<file path="src/common/decode_pkg.sv">
package decode_pkg;

	localparam int XLEN       = 32;
	localparam int REG_ADDR_W = 5;
	localparam int NUM_REGS   = 32;

	typedef logic [XLEN-1:0]       word_t;
	typedef logic [REG_ADDR_W-1:0] reg_addr_t;

	// linking branches and jumps write here
	localparam reg_addr_t LINK_REG = 5'd31;

	////////////////////////////////////////////////////////////////////////////
	// primary opcodes, inst[31:26]
	localparam logic [5:0] OP_SPECIAL = 6'b000000;
	localparam logic [5:0] OP_REGIMM  = 6'b000001;
	localparam logic [5:0] OP_J       = 6'b000010;
	localparam logic [5:0] OP_JAL     = 6'b000011;
	localparam logic [5:0] OP_BEQ     = 6'b000100;
	localparam logic [5:0] OP_BNE     = 6'b000101;
	localparam logic [5:0] OP_BLEZ    = 6'b000110;
	localparam logic [5:0] OP_BGTZ    = 6'b000111;
	localparam logic [5:0] OP_ADDI    = 6'b001000;
	localparam logic [5:0] OP_ADDIU   = 6'b001001;
	localparam logic [5:0] OP_SLTI    = 6'b001010;
	localparam logic [5:0] OP_SLTIU   = 6'b001011;
	localparam logic [5:0] OP_ANDI    = 6'b001100;
	localparam logic [5:0] OP_ORI     = 6'b001101;
	localparam logic [5:0] OP_XORI    = 6'b001110;
	localparam logic [5:0] OP_LUI     = 6'b001111;
	localparam logic [5:0] OP_LB      = 6'b100000;
	localparam logic [5:0] OP_LH      = 6'b100001;
	localparam logic [5:0] OP_LWL     = 6'b100010;
	localparam logic [5:0] OP_LW      = 6'b100011;
	localparam logic [5:0] OP_LBU     = 6'b100100;
	localparam logic [5:0] OP_LHU     = 6'b100101;
	localparam logic [5:0] OP_LWR     = 6'b100110;
	localparam logic [5:0] OP_SB      = 6'b101000;
	localparam logic [5:0] OP_SH      = 6'b101001;
	localparam logic [5:0] OP_SWL     = 6'b101010;
	localparam logic [5:0] OP_SW      = 6'b101011;
	localparam logic [5:0] OP_SWR     = 6'b101110;

	////////////////////////////////////////////////////////////////////////////
	// SPECIAL function codes, inst[5:0]
	localparam logic [5:0] FN_SLL  = 6'b000000;
	localparam logic [5:0] FN_SRL  = 6'b000010;
	localparam logic [5:0] FN_SRA  = 6'b000011;
	localparam logic [5:0] FN_SLLV = 6'b000100;
	localparam logic [5:0] FN_SRLV = 6'b000110;
	localparam logic [5:0] FN_SRAV = 6'b000111;
	localparam logic [5:0] FN_JR   = 6'b001000;
	localparam logic [5:0] FN_JALR = 6'b001001;
	localparam logic [5:0] FN_ADD  = 6'b100000;
	localparam logic [5:0] FN_ADDU = 6'b100001;
	localparam logic [5:0] FN_SUB  = 6'b100010;
	localparam logic [5:0] FN_SUBU = 6'b100011;
	localparam logic [5:0] FN_AND  = 6'b100100;
	localparam logic [5:0] FN_OR   = 6'b100101;
	localparam logic [5:0] FN_XOR  = 6'b100110;
	localparam logic [5:0] FN_NOR  = 6'b100111;
	localparam logic [5:0] FN_SLT  = 6'b101010;
	localparam logic [5:0] FN_SLTU = 6'b101011;

	// REGIMM codes in the rt field
	localparam logic [4:0] RT_BLTZ   = 5'b00000;
	localparam logic [4:0] RT_BGEZ   = 5'b00001;
	localparam logic [4:0] RT_BLTZAL = 5'b10000;
	localparam logic [4:0] RT_BGEZAL = 5'b10001;

	// linking forms share the kind of their plain branch
	typedef enum logic [3:0] {
		BR_NONE,
		BR_BEQ,
		BR_BNE,
		BR_BGEZ,
		BR_BGTZ,
		BR_BLEZ,
		BR_BLTZ,
		BR_J,
		BR_JR
	} branch_kind_e;

endpackage

</file>
<file path="src/source/inst_decoder.sv">
`timescale 1ns/1ns

module inst_decoder
	import decode_pkg::*;
(
	input  word_t        inst_i,
	output logic         uses_rs_o,
	output logic         uses_rt_o,
	output logic         dest_we_o,
	output logic         legal_o,
	output reg_addr_t    dest_addr_o,
	output branch_kind_e branch_kind_o,
	output logic         is_branch_rel_o
);

	logic [5:0]   opcode;
	logic [5:0]   funct;
	logic [4:0]   shamt;
	reg_addr_t    rs;
	reg_addr_t    rt;
	reg_addr_t    rd;
	logic         legal;
	logic         use_rs;
	logic         use_rt;
	logic         wr_rt;
	logic         wr_rd;
	logic         wr_link;
	logic         rel;
	branch_kind_e kind;

	assign opcode = inst_i[31:26];
	assign rs     = inst_i[25:21];
	assign rt     = inst_i[20:16];
	assign rd     = inst_i[15:11];
	assign shamt  = inst_i[10:6];
	assign funct  = inst_i[5:0];

	////////////////////////////////////////////////////////////////////////////
	// classification
	always_comb
	begin
		legal   = 1'b0;
		use_rs  = 1'b0;
		use_rt  = 1'b0;
		wr_rt   = 1'b0;
		wr_rd   = 1'b0;
		wr_link = 1'b0;
		rel     = 1'b0;
		kind    = BR_NONE;
		case (opcode)
			OP_SPECIAL:
			begin
				case (funct)
					FN_SLL, FN_SRL, FN_SRA:
					begin
						// shift amount comes from shamt, rs must be zero
						legal  = (rs == '0);
						use_rt = 1'b1;
						wr_rd  = 1'b1;
					end
					FN_SLLV, FN_SRLV, FN_SRAV, FN_ADD, FN_ADDU, FN_SUB, FN_SUBU,
					FN_AND, FN_OR, FN_XOR, FN_NOR, FN_SLT, FN_SLTU:
					begin
						legal  = (shamt == '0);
						use_rs = 1'b1;
						use_rt = 1'b1;
						wr_rd  = 1'b1;
					end
					FN_JR:
					begin
						legal  = (inst_i[20:6] == '0);
						use_rs = 1'b1;
						kind   = BR_JR;
					end
					FN_JALR:
					begin
						legal   = (rt == '0) && (shamt == '0);
						use_rs  = 1'b1;
						wr_link = 1'b1;
						kind    = BR_JR;
					end
					default: legal = 1'b0;
				endcase
			end
			OP_REGIMM:
			begin
				legal  = 1'b1;
				use_rs = 1'b1;
				rel    = 1'b1;
				case (rt)
					RT_BLTZ: kind = BR_BLTZ;
					RT_BGEZ: kind = BR_BGEZ;
					RT_BLTZAL:
					begin
						kind    = BR_BLTZ;
						wr_link = 1'b1;
					end
					RT_BGEZAL:
					begin
						kind    = BR_BGEZ;
						wr_link = 1'b1;
					end
					default: legal = 1'b0;
				endcase
			end
			OP_J:
			begin
				legal = 1'b1;
				kind  = BR_J;
			end
			OP_JAL:
			begin
				legal   = 1'b1;
				wr_link = 1'b1;
				kind    = BR_J;
			end
			OP_BEQ, OP_BNE:
			begin
				legal  = 1'b1;
				use_rs = 1'b1;
				use_rt = 1'b1;
				rel    = 1'b1;
				kind   = (opcode == OP_BEQ) ? BR_BEQ : BR_BNE;
			end
			OP_BLEZ, OP_BGTZ:
			begin
				legal  = (rt == '0);
				use_rs = 1'b1;
				rel    = 1'b1;
				kind   = (opcode == OP_BLEZ) ? BR_BLEZ : BR_BGTZ;
			end
			OP_ADDI, OP_ADDIU, OP_SLTI, OP_SLTIU, OP_ANDI, OP_ORI, OP_XORI,
			OP_LB, OP_LBU, OP_LH, OP_LHU, OP_LW:
			begin
				legal  = 1'b1;
				use_rs = 1'b1;
				wr_rt  = 1'b1;
			end
			OP_LUI:
			begin
				legal = (rs == '0);
				wr_rt = 1'b1;
			end
			// partial word loads merge into the old rt value
			OP_LWL, OP_LWR:
			begin
				legal  = 1'b1;
				use_rs = 1'b1;
				use_rt = 1'b1;
				wr_rt  = 1'b1;
			end
			OP_SB, OP_SH, OP_SW, OP_SWL, OP_SWR:
			begin
				legal  = 1'b1;
				use_rs = 1'b1;
				use_rt = 1'b1;
			end
			default: legal = 1'b0;
		endcase
	end

	// an illegal word reads nothing, writes nothing and never branches
	assign legal_o         = legal;
	assign uses_rs_o       = legal & use_rs;
	assign uses_rt_o       = legal & use_rt;
	assign is_branch_rel_o = legal & rel;
	assign branch_kind_o   = legal ? kind : BR_NONE;
	assign dest_we_o       = legal & (|inst_i) & (wr_rt | wr_rd | wr_link);

	// zero when nothing is written, so the hazard check sees no producer
	assign dest_addr_o = !dest_we_o ? '0 :
		wr_link ? LINK_REG :
		wr_rt ? rt : rd;

endmodule

</file>
<file path="src/regfile/reg_file.sv">
`timescale 1ns/1ns

module reg_file
	import decode_pkg::*;
(
	input  logic      clk,
	input  logic      reset_n,
	input  reg_addr_t raddr0_i,
	input  reg_addr_t raddr1_i,
	input  reg_addr_t waddr_i,
	input  logic      we_i,
	input  word_t     wdata_i,
	output word_t     rdata0_o,
	output word_t     rdata1_o
);

	word_t regs [NUM_REGS];

	// writes are held off while reset is asserted
	always_ff @(posedge clk)
	begin
		if (reset_n && we_i && (waddr_i != '0))
			regs[waddr_i] <= wdata_i;
	end

	// r0 is hardwired, no bypass from the write port
	assign rdata0_o = (raddr0_i == '0) ? '0 : regs[raddr0_i];
	assign rdata1_o = (raddr1_i == '0) ? '0 : regs[raddr1_i];

endmodule

</file>
<file path="src/source/branch_unit.sv">
`timescale 1ns/1ns

module branch_unit
	import decode_pkg::*;
(
	input  word_t        inst_i,
	input  word_t        pc_i,
	input  word_t        rs_data_i,
	input  word_t        rt_data_i,
	input  branch_kind_e branch_kind_i,
	input  logic         is_branch_rel_i,
	input  logic         stall_i,
	output logic         branch_valid_o,
	output word_t        branch_target_o
);

	word_t seq_pc;
	word_t rel_offset;
	logic  rs_zero;
	logic  rs_neg;
	logic  taken;

	assign seq_pc     = pc_i + XLEN'(4);
	assign rel_offset = {{(XLEN-18){inst_i[15]}}, inst_i[15:0], 2'b00};
	assign rs_zero    = (rs_data_i == '0);
	assign rs_neg     = rs_data_i[XLEN-1];

	always_comb
	begin
		case (branch_kind_i)
			BR_BEQ:      taken = (rs_data_i == rt_data_i);
			BR_BNE:      taken = (rs_data_i != rt_data_i);
			BR_BGEZ:     taken = ~rs_neg;
			BR_BGTZ:     taken = ~rs_neg & ~rs_zero;
			BR_BLEZ:     taken = rs_neg | rs_zero;
			BR_BLTZ:     taken = rs_neg;
			BR_J, BR_JR: taken = 1'b1;
			default:     taken = 1'b0;
		endcase
	end

	// a stalled branch is resolved again once its operands are ready
	assign branch_valid_o = taken & ~stall_i;

	always_comb
	begin
		if (branch_kind_i == BR_NONE)
			branch_target_o = '0;
		else if (is_branch_rel_i)
			branch_target_o = seq_pc + rel_offset;
		else if (branch_kind_i == BR_J)
			branch_target_o = {pc_i[XLEN-1:XLEN-4], inst_i[25:0], 2'b00};
		else
			branch_target_o = rs_data_i;
	end

endmodule

</file>
<file path="src/source/decode_issue.sv">
`timescale 1ns/1ns

module decode_issue
	import decode_pkg::*;
(
	input  logic      clk,
	input  logic      reset_n,
	input  logic      exception_i,
	input  word_t     inst_i,
	input  word_t     pc_i,
	input  word_t     rs_data_i,
	input  word_t     rt_data_i,
	input  logic      uses_rs_i,
	input  logic      uses_rt_i,
	input  logic      dest_we_i,
	input  logic      legal_i,
	input  reg_addr_t dest_addr_i,
	input  reg_addr_t conflict_addr0_i,
	input  reg_addr_t conflict_addr1_i,
	output logic      stall_o,
	output word_t     inst_o,
	output word_t     pc_o,
	output word_t     op0_o,
	output word_t     op1_o,
	output reg_addr_t reg_waddr_o,
	output logic      reg_we_o,
	output logic      illegal_inst_o
);

	reg_addr_t rs_addr;
	reg_addr_t rt_addr;
	logic      rs_hazard;
	logic      rt_hazard;
	logic      clear;

	// r0 never carries a dependence
	function automatic logic hits(reg_addr_t src, reg_addr_t a0, reg_addr_t a1,
		reg_addr_t a2);
		return (src != '0) && ((src == a0) || (src == a1) || (src == a2));
	endfunction

	assign rs_addr = inst_i[25:21];
	assign rt_addr = inst_i[20:16];

	////////////////////////////////////////////////////////////////////////////
	// read-after-write against decode, execute and memory destinations
	assign rs_hazard = uses_rs_i &&
		hits(rs_addr, reg_waddr_o, conflict_addr0_i, conflict_addr1_i);
	assign rt_hazard = uses_rt_i &&
		hits(rt_addr, reg_waddr_o, conflict_addr0_i, conflict_addr1_i);
	assign stall_o = rs_hazard | rt_hazard;

	assign clear = !reset_n || exception_i;

	////////////////////////////////////////////////////////////////////////////
	// stage register, a stall inserts a bubble
	always_ff @(posedge clk)
	begin
		if (clear || stall_o)
		begin
			inst_o         <= '0;
			pc_o           <= '0;
			op0_o          <= '0;
			op1_o          <= '0;
			reg_waddr_o    <= '0;
			reg_we_o       <= 1'b0;
			illegal_inst_o <= 1'b0;
		end
		else
		begin
			inst_o         <= inst_i;
			pc_o           <= pc_i;
			op0_o          <= rs_data_i;
			op1_o          <= rt_data_i;
			reg_waddr_o    <= dest_addr_i;
			reg_we_o       <= dest_we_i;
			illegal_inst_o <= ~legal_i;
		end
	end

endmodule

</file>
<file path="src/source/decode_stage.sv">
`timescale 1ns/1ns

module decode_stage
	import decode_pkg::*;
(
	input  logic      clk,
	input  logic      reset_n,
	input  word_t     inst_i,
	input  word_t     pc_i,
	input  logic      reg_we_i,
	input  reg_addr_t reg_waddr_i,
	input  word_t     reg_wdata_i,
	input  reg_addr_t conflict_addr0_i,
	input  reg_addr_t conflict_addr1_i,
	input  logic      exception_i,
	output word_t     inst_o,
	output word_t     pc_o,
	output word_t     op0_o,
	output word_t     op1_o,
	output reg_addr_t reg_waddr_o,
	output logic      reg_we_o,
	output logic      illegal_inst_o,
	output logic      stall_o,
	output logic      branch_valid_o,
	output word_t     branch_target_o
);

	logic         uses_rs;
	logic         uses_rt;
	logic         dest_we;
	logic         legal;
	reg_addr_t    dest_addr;
	branch_kind_e branch_kind;
	logic         is_branch_rel;
	word_t        rs_data;
	word_t        rt_data;
	logic         stall;

	assign stall_o = stall;

	inst_decoder u_decoder (
		.inst_i          (inst_i),
		.uses_rs_o       (uses_rs),
		.uses_rt_o       (uses_rt),
		.dest_we_o       (dest_we),
		.legal_o         (legal),
		.dest_addr_o     (dest_addr),
		.branch_kind_o   (branch_kind),
		.is_branch_rel_o (is_branch_rel)
	);

	// rs on port 0, rt on port 1
	reg_file u_reg_file (
		.clk      (clk),
		.reset_n  (reset_n),
		.raddr0_i (inst_i[25:21]),
		.raddr1_i (inst_i[20:16]),
		.waddr_i  (reg_waddr_i),
		.we_i     (reg_we_i),
		.wdata_i  (reg_wdata_i),
		.rdata0_o (rs_data),
		.rdata1_o (rt_data)
	);

	branch_unit u_branch (
		.inst_i          (inst_i),
		.pc_i            (pc_i),
		.rs_data_i       (rs_data),
		.rt_data_i       (rt_data),
		.branch_kind_i   (branch_kind),
		.is_branch_rel_i (is_branch_rel),
		.stall_i         (stall),
		.branch_valid_o  (branch_valid_o),
		.branch_target_o (branch_target_o)
	);

	decode_issue u_issue (
		.clk              (clk),
		.reset_n          (reset_n),
		.exception_i      (exception_i),
		.inst_i           (inst_i),
		.pc_i             (pc_i),
		.rs_data_i        (rs_data),
		.rt_data_i        (rt_data),
		.uses_rs_i        (uses_rs),
		.uses_rt_i        (uses_rt),
		.dest_we_i        (dest_we),
		.legal_i          (legal),
		.dest_addr_i      (dest_addr),
		.conflict_addr0_i (conflict_addr0_i),
		.conflict_addr1_i (conflict_addr1_i),
		.stall_o          (stall),
		.inst_o           (inst_o),
		.pc_o             (pc_o),
		.op0_o            (op0_o),
		.op1_o            (op1_o),
		.reg_waddr_o      (reg_waddr_o),
		.reg_we_o         (reg_we_o),
		.illegal_inst_o   (illegal_inst_o)
	);

endmodule

</file>
<file path="config.mk">
export PLATFORM = sky130hd
export DESIGN_NAME = decode_stage
export DESIGN_NICKNAME = d
export VERILOG_FILES = /design/src/common/decode_pkg.sv /design/src/source/inst_decoder.sv /design/src/regfile/reg_file.sv /design/src/source/branch_unit.sv /design/src/source/decode_issue.sv /design/src/source/decode_stage.sv
export SDC_FILE = /design/constraint.sdc
export NUM_CORES = 2
export LEC_CHECK = 0
export ABC_AREA = 1
export BUFFER_PORTS_ARGS = -buffer_cell sky130_fd_sc_hd__buf_4
export CAP_MARGIN = 20
export CELL_PAD_IN_SITES_DETAIL_PLACEMENT = 1
export CELL_PAD_IN_SITES_GLOBAL_PLACEMENT = 1
export CORE_UTILIZATION = 51
export DETAILED_ROUTE_END_ITERATION = 6
export PLACE_DENSITY_LB_ADDON = 0.1
export SKIP_CTS_REPAIR_TIMING = 1
export SYNTH_ARGS = -nofsm -noshare
export SYNTH_HDL_FRONTEND = slang
export SYNTH_SLANG_ARGS = --single-unit
</file>
<file path="constraint.sdc">
create_clock -name clk -period 9 [get_ports clk]
set_clock_uncertainty 0.05 [all_clocks]
set_input_delay 2.7 -clock clk [delete_from_list [all_inputs] [get_ports clk]]
set_output_delay 2.7 -clock clk [all_outputs]
set_load 0.03 [all_outputs]
</file>
# == After elaboration in Yosys (flattened, before gate mapping) ==
# Memory sizes are Yosys's and may differ from the RTL's.
# Cells that the tools add are included.
# Widths: inputs -> output; s select.
# classes
muxes,29
add_sub_neg,2
n_eq_ne,63
bitwise_logic,16
n_reduce_logical,45
# op_table
operator,n
$mux 32,5
$eq 6x6->1 const B,22
$eq 6x4->1 const B,10
$eq 6x3->1 const B,7
$add 32x3->32 const B,1
$add 32x32->32,1
$eq 32x32->1,1
$logic_not 32->1,1
$ne 32x32->1,1
$reduce_or 32->1,1
$eq 5x5->1,6
$reduce_or 15->1,2
$eq 6x2->1 const B,4
$reduce_or 24->1,1
$reduce_or 23->1,1
$pmux 4 s5,1
$reduce_or 2->1,9
$eq 4x3->1 const B,4
$reduce_or 16->1,1
$logic_not 15->1,1
$logic_not 5->1,3
$reduce_bool 5->1,3
$reduce_or 13->1,1
$logic_not 6->1,2
other kinds (27),66
# totals
ram_bits,1024
n_memories,1
input_bits,115
out_inout_bits,169
register_bits,135
word_cells,163
# mem_list
name,words,word_bits,read_ports,rd_ports_with_merged_regs,write_ports,line,source
u_reg_file.regs,32,32,2,0,1,reg_file.sv:17,word_t regs [NUM_REGS];

# == Longest topological paths before layout ==
# logic_depth
word_depth,9
ltp_mapped,25
ltp_nobuf,23

# == Cells and area by module ==
# A second synthesis with hierarchy kept.
# hier_totals
cells_unflattened,7545
hier_area_um2,61735.5
# modules_own_cells
mod,cells_per_inst,n_inst,area_per_inst_um2,seq_area_each_um2
reg_file,6004,1,52191.3,30749.5
decode_issue,529,1,4439.3,2702.6
branch_unit,840,1,4261.6,0.0
inst_decoder,172,1,843.3,0.0

# == Worst setup path after synthesis ==
# Ideal clock, no wire load.
# synth_timing
path_type,input -> output
from,in inst_i[0]
to,out branch_target_o[25]
t_arrival_ps,5413
stages,14
slack_ps,837
cell_sequence,inv_1 ha_1 inv_1 ha_1 inv_1 fa_1 inv_1 a21oi_1 o21ai_1 a21oi_1 o21ai_1 a21oi_1 or2_1 a211oi_1
# synth_via
elab_chain_cells,9
word_cells_on_any_way,33
cone_classes,1 x add/sub; 18 x eq/ne; 8 x mux; 1 x bitwise; 5 x reduce/logical
# synth_rtl
item,line,source
start: declaration,decode_stage.sv:8,"input word_t inst_i,"
"$eq 6x3->1, or another cell as far along",inst_decoder.sv:53,case (funct)
"$reduce_or 13->1, or another cell as far along",inst_decoder.sv:53,
$pmux 1 s4 / $mux 4 (equally long branches),inst_decoder.sv:53,
$pmux 1 s5 / $pmux 4 s5 (equally long branches),inst_decoder.sv:50,case (opcode)
$mux 4,inst_decoder.sv:167,assign branch_kind_o = legal ? kind : BR_NONE;
$eq 4x3->1,branch_unit.sv:51,else if (branch_kind_i == BR_J)
$mux 32,branch_unit.sv:51,
$mux 32,branch_unit.sv:49,else if (is_branch_rel_i)
$mux 32 *,branch_unit.sv:47,if (branch_kind_i == BR_NONE)
end: declaration,decode_stage.sv:25,output word_t branch_target_o
# Every way passes the cells marked *; elsewhere a longest branch is shown, timed or not.

# == Worst setup path in the final report ==
# layout_timing
from,in inst_i[16]
to,out branch_valid_o
# layout_via
elab_chain_cells,9
word_cells_on_any_way,43
cone_classes,16 x eq/ne; 8 x mux; 5 x bitwise; 13 x reduce/logical; 1 x memory
# layout_rtl
item,line,source
"$eq 5x1->1, or another cell as far along",inst_decoder.sv:90,case (rt)
"$reduce_or 2->1 (no line), or another cell as far along",-,
"$pmux 3 s2, or another cell as far along",inst_decoder.sv:90,
$pmux 4 s5 / $pmux 1 s5 (equally long branches),inst_decoder.sv:50,
"$mux 4, or another cell as far along",inst_decoder.sv:167,
"$eq 4x4->1, or another cell as far along",branch_unit.sv:30,case (branch_kind_i)
$reduce_or 2->1 / $or 1x1->1 (equally long branches),"branch_unit.sv:30, decode_issue.sv:51",
$pmux 1 s7 / $not 1->1 (equally long branches),"branch_unit.sv:30, branch_unit.sv:43",
$and 1x1->1 *,branch_unit.sv:43,assign branch_valid_o = taken & ~stall_i;
end: declaration,decode_stage.sv:24,"output logic branch_valid_o,"
# Marks and branches as above.

==> results_dict.tcl <==
set metrics [dict create \
    ir_worst_vdd_uv 217.4 \
    clockBufferDepth 3 \
    ant_nets 0 \
    ys_warn_count 0 \
    grt_use_total_pct 43.98 \
    clk_latency_ns 0.81 \
    synthCells 7398 \
    boundaryPins 284 \
    max_freq_mhz 112.3 \
    setup_viol 0 \
    tightest_slew_ns 1.158 \
    violations "DRC" \
    yosysMostFrequentCell "nand2_1" \
    synth_edf_count 1024 \
    crit_start "inst_i[16]" \
    start_util_pct 51.57 \
    fp.dieArea_sq_um 121000 \
    firstDrtPassIters 7 \
    cts_sinks 1159 \
    hold_violations 0 \
    timing.rr.end "u_issue.op1_o[4]" \
    crit_type "in -> out" \
    hold_slack_ns 0.8661 \
    critPathArrivalTime_ns 6.16 \
    hold_path_depth 6 \
    area_growth_pct 15.18 \
    r2r_setup_slack_ns 5.84 \
    die-height_um 347.8 \
    hpwl_um 165700 \
    rows 126 \
    vias 58320 \
    syn_area_sq_um 60980 \
    worstHoldStart "u_reg_file.regs[0][9]" \
    yosysSeqAreaShare_pct 54.86 \
    path_clk_slew_ns 0.06 \
    end_kind "output pin" \
    worstPathRequired_ns 6.25 \
    portBuffers 283 \
    avgSynthCellArea_sq_um 8.243 \
    netlist_top_cells_count "nand2_1 (2873), edfxtp_1 (1024), nand3_1 (905)" \
    relSlewSlack_pct 22.61 \
    layout.nets 7852 \
    antenna_found_initial 9 \
    grt_max_degree 114 \
    ys_seq_elements 1159 \
    cap_viol_max_count 0 \
    fillers 13990 \
    cts_buffers 134 \
    wl_per_cell_um 28.94 \
    core_sq_um 118200 \
    grt_pass1_wl_um 390400 \
    cp-start-kind "input pin" \
    rsz0062_at_grt "false" \
    path_max_fanout 39 \
    die_width_um 347.8 \
    synth_cell_type_count 52 \
    layout-drive-gt1-share_pct 10.69 \
    tritoncts "yes" \
    drc 2 \
    h-tree-depth 4 \
    period_share_pct 98.98 \
    root_buffer "clkbuf_16" \
    drt_iter0_markers 7364 \
    power.density_nw_per_um2 191.6 \
    gp_congestion 0.9493 \
    power_leakage_nw 30.82 \
    dp_cells 9075 \
    synth_top_area_share_pct 50.42 \
    hp-class "reg -> reg" \
    gr-total-overflow 0 \
    rr_startpoint "u_issue.reg_waddr_o[2]" \
    yosys_most_used_dff "edfxtp_1" \
    r2r_cells 10 \
    grt_pass1_vias 59350 \
    yosys.area.top_type "edfxtp_1" \
    slew_viol_final 0 \
    period_minus_slack_ns 8.908 \
    async_flop_share_pct 0 \
    finalWirelength_um 269900 \
    vias_per_cell 6.252 \
    fin_cells 9328 \
    min_to "u_issue.op1_o[9]" \
    ys_top_cells_by_area "edfxtp_1 (50%), nand2_1 (18%), nand3_1 (7.4%)" \
    status "complete, but fails checks" \
]
## worst max-delay path: stages
cell,delay [ns]
buf_12,0.23
inv_8,0.16
nor2_8,0.24
buf_12,0.31
nand2_1,0.12
nand3_1,0.12
nand2_1,0.06
nand2_1,0.09
o21ai_1,0.12
nand2_1,0.15
nor2_1,0.06
nor2_2,0.26
nand2_1,0.13
nor2_2,0.24
nand2_1,0.15
nor2_1,0.18
nand2_1,0.07
nand2_1,0.06
nand2_1,0.17
a21oi_2,0.28
buf_4,0.21
## flip-flops by register name (all words and copies together), names as in the netlist
| name | flops |
|---|---|
| u_reg_file.regs | 1024 |
| u_issue.illegal_inst_o | 1 |
| u_issue.reg_waddr_o | 5 |
| u_issue.pc_o | 32 |
| u_issue.reg_we_o | 1 |
| u_issue.inst_o | 32 |
| u_issue.op0_o | 32 |
| u_issue.op1_o | 32 |
## worst max-delay path by stage
stage	endpoint	slack (ns)
final	branch_valid_o	0.09
after global routing	branch_valid_o	0.03
after CTS	branch_valid_o	-0.25
after detailed placement	branch_valid_o	-0.1
after global placement	branch_valid_o	-0.01
after floorplan	branch_target_o[25]	0.84
## per-stage QoR
| step | area (sq um) | setup slack, ns | utilization [%] | power (mW) | setup TNS (ns) |
|---|---|---|---|---|---|
| 6_report | 70240 | 0.09223 | 59.40 | 13.46 | 0 |
| 5_1_grt | 70240 | 0.02725 | 59.40 | 13.74 | 0 |
| 4_1_cts | 70120 | -0.2507 | 59.30 | 13.39 | -0.2507 |
| 3_5_place_dp | 65680 | -0.09907 | 55.55 | 7.858 | -0.09907 |
| 3_3_place_gp | 65680 | -0.01251 | 55.55 | 7.811 | -0.01251 |
| 2_1_floorplan | 61100 | 0.8365 | - | 7.044 | 0 |
## final cells by class
| type | count | area (sq um) | area share [%] |
|---|---|---|---|
| sequential | 1159 | 33450 | 47.63 |
| multi-input combinational | 5138 | 22830 | 32.50 |
| timing repair buffer | 544 | 4918 | 7.003 |
| clock buffer | 179 | 3804 | 5.415 |
| inverter | 702 | 2663 | 3.791 |
| tap | 1536 | 1922 | 2.736 |
| clock inverter | 64 | 635.6 | 0.9049 |
| antenna | 6 | 15.01 | 0.02138 |
## cell usage in the layout, fill, tap and decap left out, drive strengths merged, types with 8 or more instances in the layout
cell / instances
a211oi: 21
a21oi: 205
a31oi: 8
buf: 542
bufinv: 11
clkbuf: 181
clkinv: 53
conb: 32
dfxtp: 135
edfxtp: 1024
ha: 57
inv: 699
nand2: 2878
nand3: 905
nand3b: 12
nand4: 29
nor2: 521
nor3: 23
o211ai: 85
o21ai: 282
or2: 14
xnor2: 16
xor2: 21
## cell families after synthesis
family / synth area share (%)
AO/OA/AOI/OAI: 5.690
flip-flops: 54.86
buffers and inverters: 8.355
adder cells (fa/ha/maj): 1.202
other: 0.006149
XOR/XNOR: 0.5314
AND/OR/NAND/NOR: 29.36
## power breakdown
| part | switching (mW) | total, mW | internal, mW |
|---|---|---|---|
| Combinational | 1.36 | 1.88 | 0.527 |
| Clock | 2.33 | 5.62 | 3.29 |
| Sequential | 0.0332 | 5.95 | 5.92 |
| Total | 3.72 | 13.5 | 9.73 |
## layer usage
layer  vias to the layer above  global-route usage, %  share of wire [%]
met3                      1082                  9.858                 11
met4                         4                  28.89                7.5
met2                      3913                  69.31                 45
met1                     28630                  54.42                 36
met5                         -                      0              0.013
li1                      24690                      -                  -
No activity file was read; power rests on OpenSTA's default activity.
